File: config.mk
export PLATFORM = sky130hd
export DESIGN_NAME = ooo_backend
export DESIGN_NICKNAME = d
export VERILOG_FILES = /design/src/verilog/core_pkg.sv /design/src/verilog/dispatch_stage.sv /design/src/verilog/reorder_buffer.sv /design/src/verilog/exec_unit.sv /design/src/verilog/retire_stage.sv /design/src/verilog/ooo_backend.sv
export SDC_FILE = /design/constraint.sdc
export NUM_CORES = 2
export LEC_CHECK = 0
export ABC_AREA = 1
export BUFFER_PORTS_ARGS = -buffer_cell sky130_fd_sc_hd__buf_2
export CORE_UTILIZATION = 45
export CTS_CLUSTER_SIZE = 12
export DETAILED_ROUTE_END_ITERATION = 12
export PLACE_DENSITY = 0.65
export SETUP_SLACK_MARGIN = 0.4
export SYNTH_ARGS = -nofsm -noshare
export SYNTH_HDL_FRONTEND = slang
export SYNTH_HIERARCHICAL = 1
export SYNTH_SLANG_ARGS = --single-unit
File: constraint.sdc
create_clock -name clock -period 53.9 [get_ports clock]
set_clock_uncertainty 0.15 [all_clocks]
set_input_delay 10.78 -clock clock [delete_from_list [all_inputs] [get_ports clock]]
set_output_delay 10.78 -clock clock [all_outputs]
set_load 0.03 [all_outputs]
File: src/verilog/core_pkg.sv
// shared sizes, opcodes and packet structs for the out-of-order back end and its testbench
package core_pkg;

    ////////////////////////////////////////////////////////////////////////////
    // sizes
    ////////////////////////////////////////////////////////////////////////////

    // reorder buffer depth and tag width
    localparam int rob_sz       = 8;
    localparam int rob_tag_bits = 3;

    // datapath and register file
    localparam int xlen     = 32;
    localparam int num_regs = 32;
    localparam int reg_bits = 5;

    // multiply pipe depth, also its issue to data bus latency
    localparam int mul_latency = 3;

    ////////////////////////////////////////////////////////////////////////////
    // encodings
    ////////////////////////////////////////////////////////////////////////////

    typedef enum logic [2:0] {
        op_add,
        op_sub,
        op_xor,
        op_and,
        op_mul,
        op_store,
        op_nop
    } opcode_e;

    // per entry status inside the reorder buffer
    typedef enum logic [1:0] {
        rob_empty,
        rob_busy,
        rob_ready
    } rob_state_e;

    ////////////////////////////////////////////////////////////////////////////
    // packets
    ////////////////////////////////////////////////////////////////////////////

    // instruction as it arrives on the input port
    typedef struct packed {
        opcode_e               opcode;
        logic [reg_bits-1:0]   dest_reg;
        logic [xlen-1:0]       operand_a;
        logic [xlen-1:0]       operand_b;
    } instr_t;

    // dispatch to execution
    typedef struct packed {
        logic                    valid;
        logic [rob_tag_bits-1:0] tag;
        opcode_e                 opcode;
        logic [xlen-1:0]         operand_a;
        logic [xlen-1:0]         operand_b;
    } issue_packet_t;

    // allocation request, dispatch to reorder buffer
    typedef struct packed {
        logic                valid;
        opcode_e             opcode;
        logic [reg_bits-1:0] dest_reg;
    } dispatch_rob_packet_t;

    // allocation status back to dispatch
    typedef struct packed {
        logic [rob_tag_bits-1:0] tail_tag;
        logic                    full;
    } rob_dispatch_packet_t;

    // common data bus, one result per cycle
    typedef struct packed {
        logic                    valid;
        logic [rob_tag_bits-1:0] tag;
        logic [xlen-1:0]         value;
    } cdb_packet_t;

    // head of the reorder buffer as seen by retire
    typedef struct packed {
        logic                valid;
        logic                reg_valid;
        logic                mem_valid;
        logic [reg_bits-1:0] dest_reg;
        logic [xlen-1:0]     value;
    } retire_packet_t;

    // store port payload
    typedef struct packed {
        logic [xlen-1:0] address;
    } store_req_t;

endpackage

File: src/verilog/dispatch_stage.sv
// dispatch stage taking instructions over the four-phase input port and issuing them with a tag
`timescale 1ns/100ps

module dispatch_stage (
    input  logic                           clock,
    input  logic                           reset,
    // instruction port
    input  logic                           in_req,
    input  core_pkg::instr_t               in_data,
    output logic                           in_ack,
    // reorder buffer allocation
    output core_pkg::dispatch_rob_packet_t rob_alloc,
    input  core_pkg::rob_dispatch_packet_t rob_status,
    // to execution
    output core_pkg::issue_packet_t        issue
);

    // handshake states
    typedef enum logic [1:0] {
        idle,
        ack_high,
        wait_drop
    } disp_state_e;

    disp_state_e state;
    logic        take;

    // accept only from idle and only with room in the buffer
    assign take = (state == idle) && in_req && !rob_status.full;

    ////////////////////////////////////////////////////////////////////////////
    // handshake
    ////////////////////////////////////////////////////////////////////////////

    always_ff @(posedge clock or posedge reset) begin
        if (reset) begin
            state <= idle;
        end else begin
            case (state)
                idle: begin
                    if (take) begin
                        state <= ack_high;
                    end
                end
                // first ack cycle, req may already be gone
                ack_high: begin
                    state <= in_req ? wait_drop : idle;
                end
                wait_drop: begin
                    if (!in_req) begin
                        state <= idle;
                    end
                end
                default: state <= idle;
            endcase
        end
    end

    // ack stays up until req has been seen low
    assign in_ack = (state != idle);

    ////////////////////////////////////////////////////////////////////////////
    // allocation and issue, single cycle pulses
    ////////////////////////////////////////////////////////////////////////////

    assign rob_alloc.valid    = take;
    assign rob_alloc.opcode   = in_data.opcode;
    assign rob_alloc.dest_reg = in_data.dest_reg;

    // tag is the tail the buffer offers this cycle
    assign issue.valid     = take;
    assign issue.tag       = rob_status.tail_tag;
    assign issue.opcode    = in_data.opcode;
    assign issue.operand_a = in_data.operand_a;
    assign issue.operand_b = in_data.operand_b;

endmodule

File: src/verilog/reorder_buffer.sv
// reorder buffer holding in-flight results until they retire in program order from the head
`timescale 1ns/100ps

module reorder_buffer (
    input  logic                           clock,
    input  logic                           reset,
    // dispatch side
    input  core_pkg::dispatch_rob_packet_t dispatch_in,
    output core_pkg::rob_dispatch_packet_t dispatch_out,
    // completions
    input  core_pkg::cdb_packet_t          cdb_in,
    // retire side
    input  logic                           retire_entry,
    output core_pkg::retire_packet_t       retire_out
);

    // entry storage
    core_pkg::rob_state_e          entry_state  [core_pkg::rob_sz];
    core_pkg::opcode_e             entry_opcode [core_pkg::rob_sz];
    logic [core_pkg::reg_bits-1:0] entry_dest   [core_pkg::rob_sz];
    logic [core_pkg::xlen-1:0]     entry_value  [core_pkg::rob_sz];

    // pointers with an extra wrap bit on top
    logic [core_pkg::rob_tag_bits:0]   head;
    logic [core_pkg::rob_tag_bits:0]   tail;
    logic [core_pkg::rob_tag_bits-1:0] head_idx;
    logic [core_pkg::rob_tag_bits-1:0] tail_idx;

    logic full;
    logic alloc;
    logic head_ready;
    logic free_head;
    core_pkg::opcode_e head_op;

    assign head_idx = head[core_pkg::rob_tag_bits-1:0];
    assign tail_idx = tail[core_pkg::rob_tag_bits-1:0];

    // same slot, different lap
    assign full = (head_idx == tail_idx) &&
                  (head[core_pkg::rob_tag_bits] != tail[core_pkg::rob_tag_bits]);

    assign alloc      = dispatch_in.valid && !full;
    assign head_ready = (entry_state[head_idx] == core_pkg::rob_ready);
    assign free_head  = retire_entry && head_ready;
    assign head_op    = entry_opcode[head_idx];

    assign dispatch_out.tail_tag = tail_idx;
    assign dispatch_out.full     = full;

    ////////////////////////////////////////////////////////////////////////////
    // opcode classes
    ////////////////////////////////////////////////////////////////////////////

    // everything except store and nop writes a register
    function automatic logic writes_reg(input core_pkg::opcode_e op);
        return (op != core_pkg::op_store) && (op != core_pkg::op_nop);
    endfunction

    ////////////////////////////////////////////////////////////////////////////
    // head presented to retire
    ////////////////////////////////////////////////////////////////////////////

    always_comb begin
        retire_out.valid     = head_ready;
        // register 0 writes are dropped here
        retire_out.reg_valid = head_ready && writes_reg(head_op) &&
                               (entry_dest[head_idx] != '0);
        retire_out.mem_valid = head_ready && (head_op == core_pkg::op_store);
        retire_out.dest_reg  = entry_dest[head_idx];
        retire_out.value     = entry_value[head_idx];
    end

    ////////////////////////////////////////////////////////////////////////////
    // entry status and pointers
    ////////////////////////////////////////////////////////////////////////////

    always_ff @(posedge clock or posedge reset) begin
        if (reset) begin
            for (int i = 0; i < core_pkg::rob_sz; i++) begin
                entry_state[i] <= core_pkg::rob_empty;
            end
            head <= '0;
            tail <= '0;
        end else begin
            // new entry at the tail
            if (alloc) begin
                entry_state[tail_idx] <= core_pkg::rob_busy;
                tail <= tail + 1'b1;
            end
            // result arrived, entry ready from next cycle
            if (cdb_in.valid) begin
                entry_state[cdb_in.tag] <= core_pkg::rob_ready;
            end
            // oldest entry leaves
            if (free_head) begin
                entry_state[head_idx] <= core_pkg::rob_empty;
                head <= head + 1'b1;
            end
        end
    end

    // payload fields, only meaningful while the entry is in use
    always_ff @(posedge clock) begin
        if (alloc) begin
            entry_opcode[tail_idx] <= dispatch_in.opcode;
            entry_dest[tail_idx]   <= dispatch_in.dest_reg;
        end
        if (cdb_in.valid) begin
            entry_value[cdb_in.tag] <= cdb_in.value;
        end
    end

endmodule

File: src/verilog/exec_unit.sv
// execution unit with a single cycle ALU, a pipelined multiplier and common data bus arbitration
`timescale 1ns/100ps

module exec_unit (
    input  logic                    clock,
    input  logic                    reset,
    input  core_pkg::issue_packet_t issue,
    output core_pkg::cdb_packet_t   cdb_out
);

    core_pkg::cdb_packet_t alu_q;
    core_pkg::cdb_packet_t skid_q;
    core_pkg::cdb_packet_t mul_out;
    core_pkg::cdb_packet_t mul_pipe [core_pkg::mul_latency];

    logic [core_pkg::xlen-1:0] alu_result;
    logic [core_pkg::xlen-1:0] product;
    logic                      is_mul;

    assign is_mul = (issue.opcode == core_pkg::op_mul);

    ////////////////////////////////////////////////////////////////////////////
    // datapath
    ////////////////////////////////////////////////////////////////////////////

    always_comb begin
        case (issue.opcode)
            core_pkg::op_add:   alu_result = issue.operand_a + issue.operand_b;
            core_pkg::op_sub:   alu_result = issue.operand_a - issue.operand_b;
            core_pkg::op_xor:   alu_result = issue.operand_a ^ issue.operand_b;
            core_pkg::op_and:   alu_result = issue.operand_a & issue.operand_b;
            // store result is its address
            core_pkg::op_store: alu_result = issue.operand_a + issue.operand_b;
            default:            alu_result = '0;
        endcase
    end

    // only the low word is kept
    assign product = issue.operand_a * issue.operand_b;

    always_ff @(posedge clock or posedge reset) begin
        if (reset) begin
            alu_q  <= '0;
            skid_q <= '0;
            for (int i = 0; i < core_pkg::mul_latency; i++) begin
                mul_pipe[i] <= '0;
            end
        end else begin
            // alu result lands one cycle after issue
            alu_q.valid <= issue.valid && !is_mul;
            alu_q.tag   <= issue.tag;
            alu_q.value <= alu_result;

            // multiply travels with its tag through the stages
            mul_pipe[0].valid <= issue.valid && is_mul;
            mul_pipe[0].tag   <= issue.tag;
            mul_pipe[0].value <= product;
            for (int i = 1; i < core_pkg::mul_latency; i++) begin
                mul_pipe[i] <= mul_pipe[i-1];
            end

            // alu loses to a multiply and waits one cycle
            skid_q       <= alu_q;
            skid_q.valid <= alu_q.valid && mul_out.valid;
        end
    end

    assign mul_out = mul_pipe[core_pkg::mul_latency-1];

    // multiply first, then a parked alu result, then a fresh one
    always_comb begin
        if (mul_out.valid) begin
            cdb_out = mul_out;
        end else if (skid_q.valid) begin
            cdb_out = skid_q;
        end else begin
            cdb_out = alu_q;
        end
    end

endmodule

File: src/verilog/retire_stage.sv
// retire stage committing the buffer head to the register file or to the four-phase store port
`timescale 1ns/100ps

module retire_stage (
    input  logic                           clock,
    input  logic                           reset,
    input  core_pkg::retire_packet_t       retire_in,
    output logic                           retire_entry,
    // store port
    output logic                           store_req,
    output core_pkg::store_req_t           store_data,
    input  logic                           store_ack,
    // register read port
    input  logic [core_pkg::reg_bits-1:0]  reg_read_addr,
    output logic [core_pkg::xlen-1:0]      reg_read_data
);

    // store handshake sequencing
    typedef enum logic [1:0] {
        st_idle,
        st_req,
        st_free,
        st_drain
    } store_state_e;

    store_state_e              state;
    logic [core_pkg::xlen-1:0] regs [core_pkg::num_regs];
    logic                      reg_commit;

    // non-store heads leave right away except while a store is pending
    assign reg_commit = retire_in.valid && !retire_in.mem_valid && (state != st_req);

    // store head is freed one cycle after its ack
    assign retire_entry = reg_commit || (state == st_free);

    assign store_req = (state == st_req);

    ////////////////////////////////////////////////////////////////////////////
    // store FSM
    ////////////////////////////////////////////////////////////////////////////

    always_ff @(posedge clock or posedge reset) begin
        if (reset) begin
            state <= st_idle;
        end else begin
            case (state)
                st_idle: begin
                    if (retire_in.valid && retire_in.mem_valid) begin
                        state <= st_req;
                    end
                end
                st_req: begin
                    if (store_ack) begin
                        state <= st_free;
                    end
                end
                // the next store must see ack low first
                st_free:  state <= store_ack ? st_drain : st_idle;
                st_drain: begin
                    if (!store_ack) begin
                        state <= st_idle;
                    end
                end
                default: state <= st_idle;
            endcase
        end
    end

    // address latched as req rises, held through the handshake
    always_ff @(posedge clock) begin
        if (state == st_idle && retire_in.valid && retire_in.mem_valid) begin
            store_data.address <= retire_in.value;
        end
    end

    ////////////////////////////////////////////////////////////////////////////
    // architectural register file
    ////////////////////////////////////////////////////////////////////////////

    always_ff @(posedge clock or posedge reset) begin
        if (reset) begin
            for (int i = 0; i < core_pkg::num_regs; i++) begin
                regs[i] <= '0;
            end
        end else if (reg_commit && retire_in.reg_valid) begin
            regs[retire_in.dest_reg] <= retire_in.value;
        end
    end

    // register 0 is hardwired
    assign reg_read_data = (reg_read_addr == '0) ? '0 : regs[reg_read_addr];

endmodule

File: src/verilog/ooo_backend.sv
// top level of the back end, wiring dispatch, reorder buffer, execution and retire together
`timescale 1ns/100ps

module ooo_backend (
    input  logic                          clock,
    input  logic                          reset,
    // instruction port
    input  logic                          in_req,
    input  core_pkg::instr_t              in_data,
    output logic                          in_ack,
    // store port
    output logic                          store_req,
    output core_pkg::store_req_t          store_data,
    input  logic                          store_ack,
    // register read port
    input  logic [core_pkg::reg_bits-1:0] reg_read_addr,
    output logic [core_pkg::xlen-1:0]     reg_read_data
);

    core_pkg::dispatch_rob_packet_t rob_alloc;
    core_pkg::rob_dispatch_packet_t rob_status;
    core_pkg::issue_packet_t        issue;
    core_pkg::cdb_packet_t          cdb;
    core_pkg::retire_packet_t       retire_head;
    logic                           retire_entry;

    dispatch_stage u_dispatch (
        .clock      (clock),
        .reset      (reset),
        .in_req     (in_req),
        .in_data    (in_data),
        .in_ack     (in_ack),
        .rob_alloc  (rob_alloc),
        .rob_status (rob_status),
        .issue      (issue)
    );

    reorder_buffer u_rob (
        .clock        (clock),
        .reset        (reset),
        .dispatch_in  (rob_alloc),
        .dispatch_out (rob_status),
        .cdb_in       (cdb),
        .retire_entry (retire_entry),
        .retire_out   (retire_head)
    );

    // results come back out of order on the data bus
    exec_unit u_exec (
        .clock   (clock),
        .reset   (reset),
        .issue   (issue),
        .cdb_out (cdb)
    );

    retire_stage u_retire (
        .clock         (clock),
        .reset         (reset),
        .retire_in     (retire_head),
        .retire_entry  (retire_entry),
        .store_req     (store_req),
        .store_data    (store_data),
        .store_ack     (store_ack),
        .reg_read_addr (reg_read_addr),
        .reg_read_data (reg_read_data)
    );

endmodule

==> metrics.yaml <==
yosys:
  synthFlopType: "dfrtp_1"
  yosys_warnings: 6
  synth_seq_cells: 1578
  synth_edf_count: 352
  syn_area_um2: 87200
  async_flop_share_pct: 77.7
  synthCells: 10300
  synth_cell_types: 63
  ys_seq_area_share_pct: 47.3
  syn_nets: 11000
  postSynthAreaPerCell_um2: 8.47
finish:
  syn2layout_area_growth_pct: 7.35
  fin_area_um2: 93600
  fin_util_pct: 48.6
  final_common_cell: "nand2_1"
  seqCellArea_um2: 41300
  final_cell_mix: "nand2_1, dfrtp_1, o21ai_0, inv_1, nand3_1"
  nets: 10600
  fillers: 18100
  multi_input_area_um2: 39100
  drive_above_1_share_pct: 5.84
floorplan:
  dieArea_um2: 196000
  core-area_um2: 193000
  rows: 161
  fp.dieH_um: 442
  ios: 147
  start_util_pct: 45.3
  die_w_um: 442
clock_network:
  cts_max_level: 4
  cts_resized: 0
  clock_latency_ns: 0.80
  clk_pin_slew_ns: 0.07
  postCtsSetupBuffers: 0
  cts_buffers: 161
  cts-root-buf: "clkbuf_16"
  ctsHoldBuffers: 0
  cts_tree: "done"
  clockBufferDepth: 3
  cts_sinks: 1578
run:
  drv_cap: 0
sta:
  hold_viol_final: 0
  drv_slew: 0
  slew_headroom_pct: 17.5
  setup_ws_ns: 28.47
  setup_tns_ns: 0
  fin_crit_ns: 25.43
  fin_crit_sh_pct: 47.2
  fmax_mhz: 39.3
  finalSetupViolCount: 0
  rsz0062_at_grt: "no"
  tightest_slew_ns: 1.24
global_routing:
  overflow: 0
  grt_pass1_wl_um: 400000
  antenna_found_initial: 24
  grt_pass1_vias: 67900
  grt_max_degree: 183
  track_usage_pct: 26.3
placed_design:
  dp_slack_ns: 28.49
  portBuffers: 146
  dp_hpwl_um: 155000
  routabilityCongestion: 0.953
  place_area_um2: 88600
routing:
  wl_per_cell_um: 20.5
  drcViolationCount: 0
  drtIter0Drc: 6989
  wl_um: 258000
  postRouteAntennaNets: 0
  via_per_inst: 5.50
  num_vias: 69200
  firstDrtPassIters: 7
min_path:
  min_path_type: "flip-flop to flip-flop"
  min-delay-start: "u_exec/mul_pipe[99]"
worst_setup_path:
  crit_fanout: 137
  arrival_ns: 14.50
  critical_path_required_ns: 42.97
  endpoint_kind: "output pin"
  setup.worst_path.start: "reg_read_addr[0]"
  startpoint_type: "primary input"
  critPathKind: "primary input to output pin"
  r2r-start: "u_rob/head[0]"
power_and_ir_drop:
  peakVddDrop_uv: 205
  power.leakage_nw: 44.2
  p_per_area_nw_per_um2: 68.0
run_status:
  outcome: "completed"
## worst paths after layout
| path | to | slack [ns] | cells after the start |
|---|---|---|---|
| min in group asynchronous | u_dispatch/state[0] | 9.81 | 2 |
| max in group asynchronous | u_retire/regs[1000] | 40.14 | 5 |
| max | reg_read_data[20] | 28.47 | 13 |
| max reg2reg | u_retire/regs[465] | 48.56 | 15 |
| min reg2reg | u_exec/mul_pipe[63] | 0.19 | 0 |
| min | u_exec/mul_pipe[63] | 0.19 | 0 |
## report_power, final
group	internal, W	switching [W]
clock	0.000607	0.000463
sequential	0.00159	0.000156
combinational	0.00120	0.00234
total	0.00340	0.00296
## synth_stat cells (all sizes together) (2+ instances only)
cell     instances  area, µm²
a21oi          168        856
o21ai         1194       5990
nor2           459       1860
edfxtp         352      10600
nand3b          11       82.6
nand2         3434      13000
o21a             3       22.5
and3             2       12.5
ha             188       2350
xnor2           32        280
clkbuf         475       1790
clkinv           4       15.0
nand3          823       4170
o31ai            2       15.0
o2111ai          3       26.3
a21boi           5       37.5
o221ai           3       26.3
o211ai          15        118
fa             409       8190
a221oi          23        201
buf            298       1690
a22oi           35        263
o21bai          23        173
dfrtp         1226      30700
a21o            11       82.6
xor2            45        402
nand4           44        343
or2              6       37.5
nor4             5       46.3
a22o             7       61.3
nor3            27        193
a31oi            9       56.3
inv            947       3560
## logic make-up (layout without fill, tap and decap cells)
| kind of cell | Yosys count | count (layout) | share of synthesized area [%] |
|---|---|---|---|
| AO/OA/AOI/OAI | 1504 | 1504 | 9.13 |
| XOR/XNOR | 77 | 77 | 0.782 |
| adder cells (fa/ha/maj) | 597 | 597 | 12.1 |
| other | 0 | 18 | 0 |
| buffers and inverters | 1724 | 1470 | 8.09 |
| AND/OR/NAND/NOR | 4813 | 4813 | 22.6 |
| flip-flops | 1578 | 1578 | 47.3 |
## metrics by stage
| step | std cells | total power [W] | hold slack [ns] |
|---|---|---|---|
| floorplan | 10300 | 0.00418 | 0.181 |
| global placement | 12300 | 0.00518 | 0.181 |
| detailed placement | 12300 | 0.00525 | 0.185 |
| CTS | 12600 | 0.00634 | 0.180 |
| global route | 12600 | 0.00684 | 0.187 |
| finish | 12600 | 0.00636 | 0.186 |
## area by class of cell
cell class / instances / area share, %
Clock inverter: 25 / 0.334
Multi-Input combinational cell: 6991 / 41.7
Timing Repair Buffer: 245 / 1.65
Clock buffer: 249 / 4.97
Tap cell: 2526 / 3.38
Inverter: 951 / 3.85
Antenna cell: 18 / 0.0481
Sequential cell: 1578 / 44.1
## worst max-delay path, cell delays in order
cell,delay (ns)
buf_8,0.23
inv_8,0.59
buf_4,0.79
buf_4,0.69
nand2_1,0.10
nand3_1,0.10
nand3_1,0.11
nand2_1,0.10
nand2_1,0.05
nand3_1,0.19
nand2_1,0.16
nor2_1,0.20
buf_2,0.23
## state kept, by name, summed over array words and instances (netlist names)
name	cells
u_rob/entry_dest	40
u_rob/entry_opcode	24
u_exec/mul_pipe	72
u_retire/state	2
u_retire/regs	1024
u_retire/store_data	32
u_exec/mul_out	36
u_rob/entry_state	16
u_rob/tail	4
u_rob/head	4
u_dispatch/state	2
u_exec/skid_q	33
u_rob/entry_value	256
u_exec/alu_q	33
## per-layer routing
| layer | GRT usage [%] | part of all wire (%) | up-vias | wire [µm] |
|---|---|---|---|---|
| li1 | - | - | 31900 | - |
| met1 | 35.0 | 42 | 33900 | 108000 |
| met3 | 3.49 | 6.8 | 545 | 17700 |
| met4 | 11.6 | 4.4 | 8 | 11400 |
| met2 | 43.1 | 47 | 2752 | 121000 |
| met5 | 0 | 0.029 | - | 75 |
No activity file was read; power rests on OpenSTA's default activity.
